[src/test/instrMem.hex]
// One 32-bit instruction word per line, word address 0 upward
00000093
00100113
00010237
000202b7
00222023
00022183
002080b3
0012a023
00410113
0042a223
0002a303
00130313
0062a823
fe0008e3
00000013
0000006f

[src/hdl/coreMemTypesPkg.sv]
package coreMemTypesPkg;

    // Core data path widths
    localparam int WORD_W    = 32;
    localparam int BYTE_EN_W = WORD_W / 8;

    // Board IO widths
    localparam int SWITCH_W = 10;
    localparam int LED_W    = 10;
    localparam int SEG_W    = 24;

    typedef logic [WORD_W-1:0]    tWord;
    typedef logic [WORD_W-1:0]    tAddr;
    typedef logic [BYTE_EN_W-1:0] tByteEn;

    // Switch bank and LED bank on the board
    typedef logic [SWITCH_W-1:0]  tSwitch;
    typedef logic [LED_W-1:0]     tLed;
    // Six digits, four bits each
    typedef logic [SEG_W-1:0]     tSeg;

endpackage

[src/hdl/coreMemMapPkg.sv]
package coreMemMapPkg;

    // ------------------------------------------------------------------------
    // Region decode on address bits 31:12
    // ------------------------------------------------------------------------
    localparam int REGION_MSB = 31;
    localparam int REGION_LSB = 12;
    localparam int REGION_W   = REGION_MSB - REGION_LSB + 1;

    // Data window at 0x0001_0000, one 4 KB page
    localparam logic [REGION_W-1:0] D_MEM_REGION_FLOOR  = 20'h00010;
    localparam logic [REGION_W-1:0] D_MEM_REGION_ROOF   = 20'h00010;
    // Control window at 0x0002_0000
    localparam logic [REGION_W-1:0] CR_MEM_REGION_FLOOR = 20'h00020;
    localparam logic [REGION_W-1:0] CR_MEM_REGION_ROOF  = 20'h00020;

    // Decoded target of one data access
    typedef enum logic [1:0] {
        REGION_NONE,
        REGION_DMEM,
        REGION_CRMEM
    } tRegion;

    // ------------------------------------------------------------------------
    // Memory sizes in words
    // ------------------------------------------------------------------------
    localparam int I_MEM_AW    = 10;
    localparam int I_MEM_DEPTH = 1 << I_MEM_AW;
    localparam int D_MEM_AW    = 10;
    localparam int D_MEM_DEPTH = 1 << D_MEM_AW;

    // Instruction image loaded at time zero
    localparam string I_MEM_INIT_FILE = "/design/src/test/instrMem.hex";

    // Control register word offsets, address bits 7:2
    localparam logic [5:0] CR_LED     = 6'd0;
    localparam logic [5:0] CR_SEG     = 6'd1;
    localparam logic [5:0] CR_BUTTON  = 6'd2;
    localparam logic [5:0] CR_SWITCH  = 6'd3;
    localparam logic [5:0] CR_SCRATCH = 6'd4;

endpackage

[src/hdl/memPortIf.sv]
`timescale 1ns/100ps

interface memPortIf
    import coreMemTypesPkg::*;
();

    // Request from the wrapper, already region gated
    tAddr   addr;
    tWord   wrData;
    tByteEn byteEn;
    logic   wrEn;
    logic   rdEn;
    // Registered response from the target
    tWord   rdData;

    modport initiator (
        output addr,
        output wrData,
        output byteEn,
        output wrEn,
        output rdEn,
        input  rdData
    );

    modport target (
        input  addr,
        input  wrData,
        input  byteEn,
        input  wrEn,
        input  rdEn,
        output rdData
    );

endinterface

[src/hdl/ctrlRegFile.sv]
`timescale 1ns/100ps

module ctrlRegFile
    import coreMemTypesPkg::*;
    import coreMemMapPkg::*;
(
    input  logic            Clk,
    input  logic            rstN,
    memPortIf.target        port,
    input  logic            button0,
    input  logic            button1,
    input  tSwitch          switch,
    output tLed             ledOut,
    output tSeg             segOut
);

    // Writeable registers
    tLed  ledQ;
    tSeg  segQ;
    tWord scratchQ;

    // Two flop synchronizers, bit 1 is button1
    logic [1:0] buttonMeta;
    logic [1:0] buttonSync;
    tSwitch     switchMeta;
    tSwitch     switchSync;

    logic [5:0] offset;
    tWord       rdMux;

    // Word offset inside the control window
    assign offset = port.addr[7:2];

    // ------------------------------------------------------------------------
    // Board input synchronizers
    // ------------------------------------------------------------------------
    always_ff @(posedge Clk) begin
        if (!rstN) begin
            buttonMeta <= '0;
            buttonSync <= '0;
            switchMeta <= '0;
            switchSync <= '0;
        end else begin
            buttonMeta <= {button1, button0};
            buttonSync <= buttonMeta;
            switchMeta <= switch;
            switchSync <= switchMeta;
        end
    end

    // ------------------------------------------------------------------------
    // Register writes
    // ------------------------------------------------------------------------
    // Full word writes, each register truncates to its width
    always_ff @(posedge Clk) begin
        if (!rstN) begin
            ledQ     <= '0;
            segQ     <= '0;
            scratchQ <= '0;
        end else if (port.wrEn) begin
            case (offset)
                CR_LED:     ledQ     <= tLed'(port.wrData);
                CR_SEG:     segQ     <= tSeg'(port.wrData);
                CR_SCRATCH: scratchQ <= port.wrData;
                // Button and switch offsets are read only
                default:    ;
            endcase
        end
    end

    // Read select, zero extended
    always_comb begin
        case (offset)
            CR_LED:     rdMux = tWord'(ledQ);
            CR_SEG:     rdMux = tWord'(segQ);
            CR_BUTTON:  rdMux = tWord'(buttonSync);
            CR_SWITCH:  rdMux = tWord'(switchSync);
            CR_SCRATCH: rdMux = scratchQ;
            default:    rdMux = '0;
        endcase
    end

    // Registered response, held between strobes
    always_ff @(posedge Clk) begin
        if (port.rdEn) begin
            port.rdData <= rdMux;
        end
    end

    // Outputs follow the registers right after the write edge
    assign ledOut = ledQ;
    assign segOut = segQ;

endmodule

[src/flat_wrapper.sv]
// flat-port wrapper written by rule: the top's interface ports become plain ports
module ctrlRegFile_flat import coreMemTypesPkg::*; import coreMemMapPkg::*;
  (Clk, rstN, button0, button1, switch, ledOut, segOut, port_addr, port_wrData, port_byteEn, port_wrEn, port_rdEn, port_rdData);
  memPortIf port_i ();
  input  logic Clk;
  input  logic rstN;
  input  logic button0;
  input  logic button1;
  input  tSwitch switch;
  output tLed ledOut;
  output tSeg segOut;
  input wire logic [$bits(port_i.addr)-1:0] port_addr;
  input wire logic [$bits(port_i.wrData)-1:0] port_wrData;
  input wire logic [$bits(port_i.byteEn)-1:0] port_byteEn;
  input wire logic [$bits(port_i.wrEn)-1:0] port_wrEn;
  input wire logic [$bits(port_i.rdEn)-1:0] port_rdEn;
  output wire logic [$bits(port_i.rdData)-1:0] port_rdData;
  assign port_i.addr = port_addr;
  assign port_i.wrData = port_wrData;
  assign port_i.byteEn = port_byteEn;
  assign port_i.wrEn = port_wrEn;
  assign port_i.rdEn = port_rdEn;
  assign port_rdData = port_i.rdData;
  ctrlRegFile u_core (.Clk(Clk), .rstN(rstN), .port(port_i), .button0(button0), .button1(button1), .switch(switch), .ledOut(ledOut), .segOut(segOut));
endmodule
[config.mk]
export PLATFORM = sky130hd
export DESIGN_NAME = ctrlRegFile_flat
export DESIGN_NICKNAME = d
export VERILOG_FILES = /design/src/hdl/coreMemTypesPkg.sv /design/src/hdl/coreMemMapPkg.sv /design/src/hdl/memPortIf.sv /design/src/hdl/ctrlRegFile.sv /design/src/flat_wrapper.sv
export SDC_FILE = /design/constraint.sdc
export NUM_CORES = 1
export LEC_CHECK = 0
export ABC_AREA = 1
export BUFFER_PORTS_ARGS = -buffer_cell sky130_fd_sc_hd__clkbuf_2
export CORE_ASPECT_RATIO = 2
export CORE_UTILIZATION = 25
export DETAILED_ROUTE_END_ITERATION = 10
export GPL_ROUTABILITY_DRIVEN = 0
export PLACE_DENSITY = 0.51
export SYNTH_ARGS = -nofsm -noshare
export SYNTH_HDL_FRONTEND = slang
export SYNTH_SLANG_ARGS = --single-unit
[constraint.sdc]
create_clock -name Clk -period 1.7 [get_ports Clk]
set_input_delay 0.255 -clock Clk [delete_from_list [all_inputs] [get_ports Clk]]
set_output_delay 0.255 -clock Clk [all_outputs]
set_load 0.03 [all_outputs]
# After elaboration in Yosys (flattened, before gate mapping)
# Cells that the tools add are included.
[word_totals]
regBits = 122
latchBits = 0
mem_bits_rw = 0
romBits = 0
output_inout_bits = 66
wordCells = 17
memories = 0
[op_classes]
add_sub_neg = 0
multipliers = 0
div = 0
magnitude_cmp = 0
eq_ne = 4
shift = 0
n_mux = 1
n_bitwise = 0
reduce_logical = 4
[op_table]
columns = ["op", "n"]
rows = [
  ["$pmux W32 S5", 1],
  ["$eq A6 B2 Y1 const B", 2],
  ["$eq A6 B1 Y1 const B", 1],
  ["$eq A6 B3 Y1 const B", 1],
  ["$logic_not A6 Y1", 1],
  ["$reduce_and A2 Y1", 3],
]

# Depth between registers and ports, before layout
# Gate-level depths: netlist (run 1).
[logic_depth]
ltp_word = 2
mapped_depth = 8
depth_no_buf = 7

# Worst setup path after synthesis (run 1)
# Ideal clock, no wire load.
[synth_path]
path_type = "input port to flip-flop"
start = "input port port_addr[7]"
end = "register u_core.port.rdData[10], data pin"
t_arrival_ns = 1.025
required_time_ns = 1.568
path_slack_ns = 0.543
stages = 5
path_buffers = 2
path_cell_list = "nor2_4 > buf_2 > clkbuf_1 > nand3_1 > nand2_1"
[synth_via]
elab_chain_len = 2
elab_cells_between_ends = 6
classes_between = "eq/ne: 4; mux: 1; reduce/logical: 1"
[synth_lines]
columns = ["element", "line_no", "text"]
rows = [
  ["start, declared", "flat_wrapper.sv:12", "input wire logic [$bits(port_i.addr)-1:0] port_addr;"],
  ["$eq A6 B3 Y1, or another cell as far along", "ctrlRegFile.sv:73", "case (offset)"],
  ["$pmux W32 S5 (*)", "ctrlRegFile.sv:73", ""],
  ["via u_core.rdMux[10]", "ctrlRegFile.sv:29", "tWord rdMux;"],
  ["end signal, assigned", "ctrlRegFile.sv:86", "port.rdData <= rdMux;"],
  ["end, declared", "memPortIf.sv:31", "output rdData"],
]
# Mark *: on every way through the listed nets, which the timed path passes. The rest lies on a longest branch.
# A chain may end at the register's enable or synchronous reset.

# Final worst setup path (run 1)
[layout_path]
start = "register u_core.ledQ[0], in the netlist u_core.ledOut[0]"
end = "output port ledOut[0]"
[layout_lines]
columns = ["element", "line_no", "text"]
rows = [
  ["start, declared", "ctrlRegFile.sv:18", "tLed ledQ;"],
  ["start signal, assigned", "ctrlRegFile.sv:62", "CR_LED: ledQ <= tLed'(port.wrData);"],
  ["end, declared", "flat_wrapper.sv:10", "output tLed ledOut;"],
]
# No word-level cell between the ends.

==> metrics.txt, run 1 <==
status completed; largest net degree at the start of global routing 67; worst slew pin tran roughly 420 ps; drt drc 0; post-synth cell types 19; hold endpoint u_core.scratchQ[30]; unrepaired setup endpoints after global routing no; Pre-antenna DRT Iters 4; Peak VDD IR 0.000550 V; DR vias 4419; clk sinks 122; Setup-failing EPs final 0; Clock Skews 3.92 ps; DP Wirelength 8.97 mm; critical path peak fanout 3; final net count 860; Max Freq just under 800 MHz; Final Hold Fails 0; post-synthesis register bit count 122; CP Class flop to output port; TNS Setup 0 ps; Clock Tree Root clkbuf_16; CP cell instances clkbuf_2; CTS max path bufs 2; Clk Latency, worst-skew pair 420 ps; Tcrit/Tclk final 75.3%; H-tree Lvls 4; vias in the first global route roughly 4200; total chip power 7.23 mW; antenna violations before repair 0; max-slew violations 0; Worst Reg-to-Reg Cells 4; GRT Total Usage approximately 14%; Crit-path slowest cell dfxtp_1; Total Wirelength 13.4 mm; Worst Setup End Kind output port; max-capacitance violation count 0; synthesized area per cell 7.80 um2; pwr dens 1070 mW/mm2; r2r setup slk 810 ps; grt total ovfl 0; Hold WC Path Type input port to flop; Cells after Synth 649; CP Data Required Time approximately 1400 ps; Hold Path Stages 5; Syn Nets 733; CTS tree built; I/O pin count 150; post-layout min period 1280 ps; crit-path max cell delay ~380 ps; final core utilization between 30% and 40%; worst r2r src u_core.switchSync[0]; data arrival time of the critical path 1020 ps; post-synthesis instance area 0.00506 mm2; post_cts resized 0; Syn-to-layout area delta 33.5%; Worst Path Buf+Inv 1; drt wl/cell 12.7 um; area of the die ~0.021 mm2; family with the most delay on the worst path flip-flops; number of port buffers 119; global-route wire length before repair 21.3 mm; Die W slightly above 100 um; 1st-iter DRT viols 114; Starting Density 25.5%; fraction of the yosys area taken by sequential cells 54.6%; HP Start port_wrData[30]; # diodes 0; CTS Buf Count 17; R2R Path End u_core.port.rdData[0]; yosys warns 0; Slew HR 71.7%; number of vias per cell 4.20; share of cells above drive strength 1 23.1%; core area 0.0198 mm2; row cnt 73; Startpoint Class flop; ANT nets after route 0; Clk pin slew, worst setup/hold paths approximately 60 ps; die height around 200 um; P_leak around 3.2 nW
## logic make-up (layout without fill, tap and decap cells)
kind of cell,count (synthesis),in the layout,synth area share [%]
buffers and inverters,116,256,9.82
DFF,122,122,54.6
and+or+nand+nor,409,409,35.4
AOI/OAI and AO/OA,2,2,0.198
## flip-flops by register name, indices dropped and copies added (netlist names)
signal              count
u_core.port.rdData     32
u_core.buttonMeta       2
u_core.segOut          24
u_core.switchSync      10
u_core.scratchQ        32
u_core.ledOut          10
u_core.switchMeta      10
u_core.buttonSync       2
## metrics by stage
step                      hold slack, ps  area, um2  cells  setup slack [ps]
final                                164       6760   1051               420
after global routing                 173       6760   1051               338
after CTS                            145       6760   1051               377
after detailed placement             397       6030   1007              86.2
after global placement               393       6030   1007               124
after floorplan                      353       5060    649               543
## routing by layer
metal,up-vias,GRT usage (%),wire length (um)
met1,1996,14.9,5450
li1,2308,-,-
met5,-,0,0
met3,17,3.60,465
met2,98,24.6,7190
met4,0,6.22,271
## synthesized netlist by cell type (all sizes together)
master	instances	area share, %
nor3	1	0.32
dfxtp	90	36
nand4	52	6.4
nand2	143	11
edfxtp	32	19
nand3	58	5.7
a21oi	2	0.20
nor2	155	12
clkbuf	7	0.52
clkinv	1	0.074
inv	73	5.4
buf	35	3.8
## timing repair
| action | in CTS | in global routing |
|---|---|---|
| hold buffers | 12 | 0 |
| setup buffers | 0 | 0 |
| setup endpoints to repair | 0 | 0 |
| hold endpoints to repair | 12 | 0 |
## layout make-up
type                            count  area [um2]
Tap cell                          262         328
Inverter                           74         278
Multi-Input combinational cell    411        1810
Timing Repair Buffer              150         973
Sequential cell                   122        2760
Clock inverter                     13         140
Fill cell                        2163       13100
Clock buffer                       19         464
## worst max path at each step
| stage | start | to | slack, ps | cells after the start |
|---|---|---|---|---|
| detailed placement | port_addr[6] | u_core.segOut[13] | 90 | 7 |
| CTS | u_core.ledOut[0] | ledOut[0] | 380 | 1 |
| floorplan | port_addr[7] | u_core.port.rdData[10] | 540 | 5 |
| global placement | port_addr[6] | u_core.segOut[18] | 120 | 7 |
| finish | u_core.ledOut[0] | ledOut[0] | 420 | 1 |
| global route | u_core.ledOut[0] | ledOut[0] | 340 | 1 |
## where the power goes
| part | internal [mW] | switching [mW] | leakage (nW) |
|---|---|---|---|
| Combinational | 0.165 | 0.321 | 1.80 |
| Clock | 2.29 | 1.39 | 0.303 |
| Sequential | 3.04 | 0.0201 | 1.06 |
| Total | 5.50 | 1.73 | 3.16 |
## cells in the final DEF, fill, tap and decap left out
cell type	instances
nor2_1	148
inv_2	3
clkinv_4	5
clkinv_2	3
nor2_2	1
buf_12	9
nand4_1	52
bufinv_16	2
clkinv_1	1
clkbuf_2	118
nor3_4	1
inv_4	2
nor2_4	6
inv_1	70
inv_6	1
edfxtp_1	32
dfxtp_1	90
buf_4	11
nand2_1	142
a21oi_1	2
nand2_2	1
clkbuf_16	18
nand3_1	58
clkbuf_8	1
dlygate4sd3_1	12
Note: power is estimated with default switching activity, not from simulation.
==> inputs of run 2 (changes only) <==
Settings changed: ABC_AREA 1 to 0, PLACE_DENSITY 0.51 to 0.53.
Clock period 1.7 ns to 1.1 ns, I/O delays scaled along.
==> metrics.txt, run 2 <==
Syn-to-layout area delta 64.8%; vias in the first global route 3907 (-6.6%); Clock Skews 5.74 ps (+1.83 ps); main combinational cell family by area after synthesis multiplexers; antenna violations before repair 0 (unchanged); number of port buffers 119 (unchanged); ANT nets after route 0 (unchanged); critical path peak fanout 2 (-1); Clock Tree Root clkbuf_16; Clk pin slew, worst setup/hold paths 60 ps (about the same); synthesized area per cell 11.4 um2 (+46%); worst slew pin tran 346 ps (-77.5 ps); fraction of the yosys area taken by sequential cells 59.5% (+4.9 points); Synth top area share 38.8% (+3.2 points); Clk Latency, worst-skew pair 420 ps (about the same); core area 0.0182 mm2 (-8.1%); row cnt 70 (-4.1%); Startpoint Class flop; clk sinks 122 (unchanged); CTS Buf Count 17 (unchanged); DR vias 3678 (-17%); switching power 2.59 mW (+50%); final net count 692 (-20%); die height 195 um (-4.2%); # diodes 0 (unchanged); grt total ovfl 0 (unchanged); post-layout min period 1270 ps; post-synthesis mux area share 17.1% (+17 points); 1st-iter DRT viols 142 (+25%); Seq pwr share 43.5% (+1.1 points); number of vias per cell 4.39 (+4.5%); share of total power in combinational logic 6.9% (+0.2 points); share of cells above drive strength 1 44.1% (+21 points); P_leak 3.42 nW (+8.0%); setup ws final -165 ps (-586 ps); Die W 98.3 um (-4.2%); Pre-antenna DRT Iters 10 (+6); drt drc 6 (+6); Synth Area in XOR/XNOR 0% (unchanged); drt wl/cell 15.1 um (+19%); r2r setup slk -170 ps (-980 ps); Worst Path Buf+Inv 0 (-1); Final Hold Fails 0 (unchanged); CTS max path bufs 2 (unchanged); Int Power 8.26 mW (+50%); yosys warns 0 (unchanged); crit-path max cell delay 320 ps (-60 ps); Synth Area in Adders 0% (unchanged); GRT Total Usage 14.0% (+0.14 points); Synth Area in Compound Gates 4.75% (+4.5 points); number of enable flip-flop cells after synthesis 32 (unchanged); Peak VDD IR 0.000870 V (+58%); most common cell after layout, fill and taps aside nand2_1; CP cell instances mux2_2 > and3_4 > a221o_1; final core utilization 42.0% (+7.9 points); Crit-path slowest cell dfxtp_2; unrepaired setup endpoints after global routing yes; CP Class flop to flop; CTS tree built; area leader, netlist dfxtp_1; Hold WC Path Type input port to flop; Clk pwr share 49.5% (-1.4 points); ys async rst share 0% (unchanged); Max Freq ~790 MHz; Setup-failing EPs final 75 (+75); post-synth cell types 24 (+5); post-synthesis register bit count 122 (unchanged); data arrival time of the critical path 1430 ps (+410 ps); pwr dens 1420 mW/mm2 (+33%); violations in the final reports design-rule violations, negative setup slack; most used flip-flop cell after synthesis dfxtp_1; CP Data Required Time 1260 ps (-180 ps); Slew HR 77.0% (+5.3 points); most frequent cell after synthesis nand2_1; Tcrit/Tclk final 115%; Area contributors post-synth dfxtp_1 (39%), edfxtp_1 (21%), mux2i_1 (15%); max-capacitance violation count 0 (unchanged); status complete, but fails checks; leading cell types by count after synthesis nand2_1 (100), dfxtp_1 (90), mux2i_1 (68); Total Wirelength 12.6 mm (-5.5%); I/O pin count 150 (unchanged); most frequent cells in the layout nand2_1 (100), mux2i_1 (67), dfxtp_1 (57); # fillers 1743 (-19%); tightest hold margin 16.4 ps (-147 ps); Worst Setup End Kind flop; area of the die 0.0191 mm2 (-8.2%); H-tree Lvls 4 (unchanged); family with the most delay on the worst path flip-flops; Switching Share 23.9% (about the same); Syn Nets 492 (-33%); post-synthesis simple-gate area fraction 15.6% (-20 points); max-slew violations 0 (unchanged); Starting Density 25.5% (-0.062 points); Cells after Synth 408 (-37%); largest net degree at the start of global routing 43 (-36%); DP Wirelength 8.60 mm (-4.2%); post-synthesis instance area 0.00464 mm2 (-8.3%); global-route wire length before repair 20.1 mm (-5.9%)
-- run 2: worst reg2reg max path, cell delays in order (launching register included) --
cell     delay [ps]
dfxtp_2         320
mux2_2          260
and3_4          170
a221o_1         260
-- run 2: stage by stage --
step,power (mW),TNS (ps),worst slack (ps),std cells,instance area [um2]
final,10.9,-4780,-165,837,7640
after global routing,11.3,-7610,-194,837,7640
after CTS,11.0,-7230,-170,835,7560
after detailed placement,5.40,-36910,-488,750,5800
after global placement,5.39,-34700,-437,750,5800
after floorplan,5.12,-16260,-374,408,4740
-- run 2: area by class of cell --
type	instances	area (um2)	share of cell area (%)
clock buffer	19	475	6.22
clock inverter	13	103	1.34
inverter	2	7.51	0.0982
multi-input combinational	255	1830	23.9
sequential	122	2810	36.7
tap	216	270	3.54
timing repair buffer	210	2150	28.1
-- run 2: power by group through the flow --
stage          combinational (mW)  sequential [mW]  clock, mW
5_1_grt                     0.812             4.73       5.72
6_report                    0.753             4.72       5.37
2_1_floorplan               0.218             4.90          0
3_3_place_gp                0.579             4.81          0
4_1_cts                     0.744             4.72       5.50
3_5_place_dp                0.586             4.81          0
-- run 2: logic make-up after synthesis --
family                 count (synthesis)
AO/OA/AOI/OAI                         24
AND/OR/NAND/NOR                      153
multiplexers                          78
buffers and inverters                 31
flip-flops                           122
-- run 2: repair_timing --
action,in CTS,in global routing
pin swaps,4,2
cloned,2,0
endpoints found under the hold margin,29,0
setup endpoints to repair,100,116
resized for setup,178,54
setup buffers,24,4
hold buffers,27,0
-- run 2: path summary, 6_finish.rpt --
path / startpoint / to / depth (start not counted)
max reg2reg: u_core.segOut[9] / u_core.port.rdData[9] / 3
max: u_core.segOut[9] / u_core.port.rdData[9] / 3
min: port_wrData[22] / u_core.scratchQ[22] / 3
min reg2reg: u_core.switchMeta[4] / u_core.switchSync[4] / 1
-- run 2: layer usage --
metal	part of all wire, %	up-vias	routed length [um]	GRT usage (%)
met5	0	-	0	0
met4	3.3	0	422	7.96
met3	4.3	24	545	3.67
met2	56	103	7040	26.3
met1	37	1741	4620	13.4
li1	-	1810	-	-
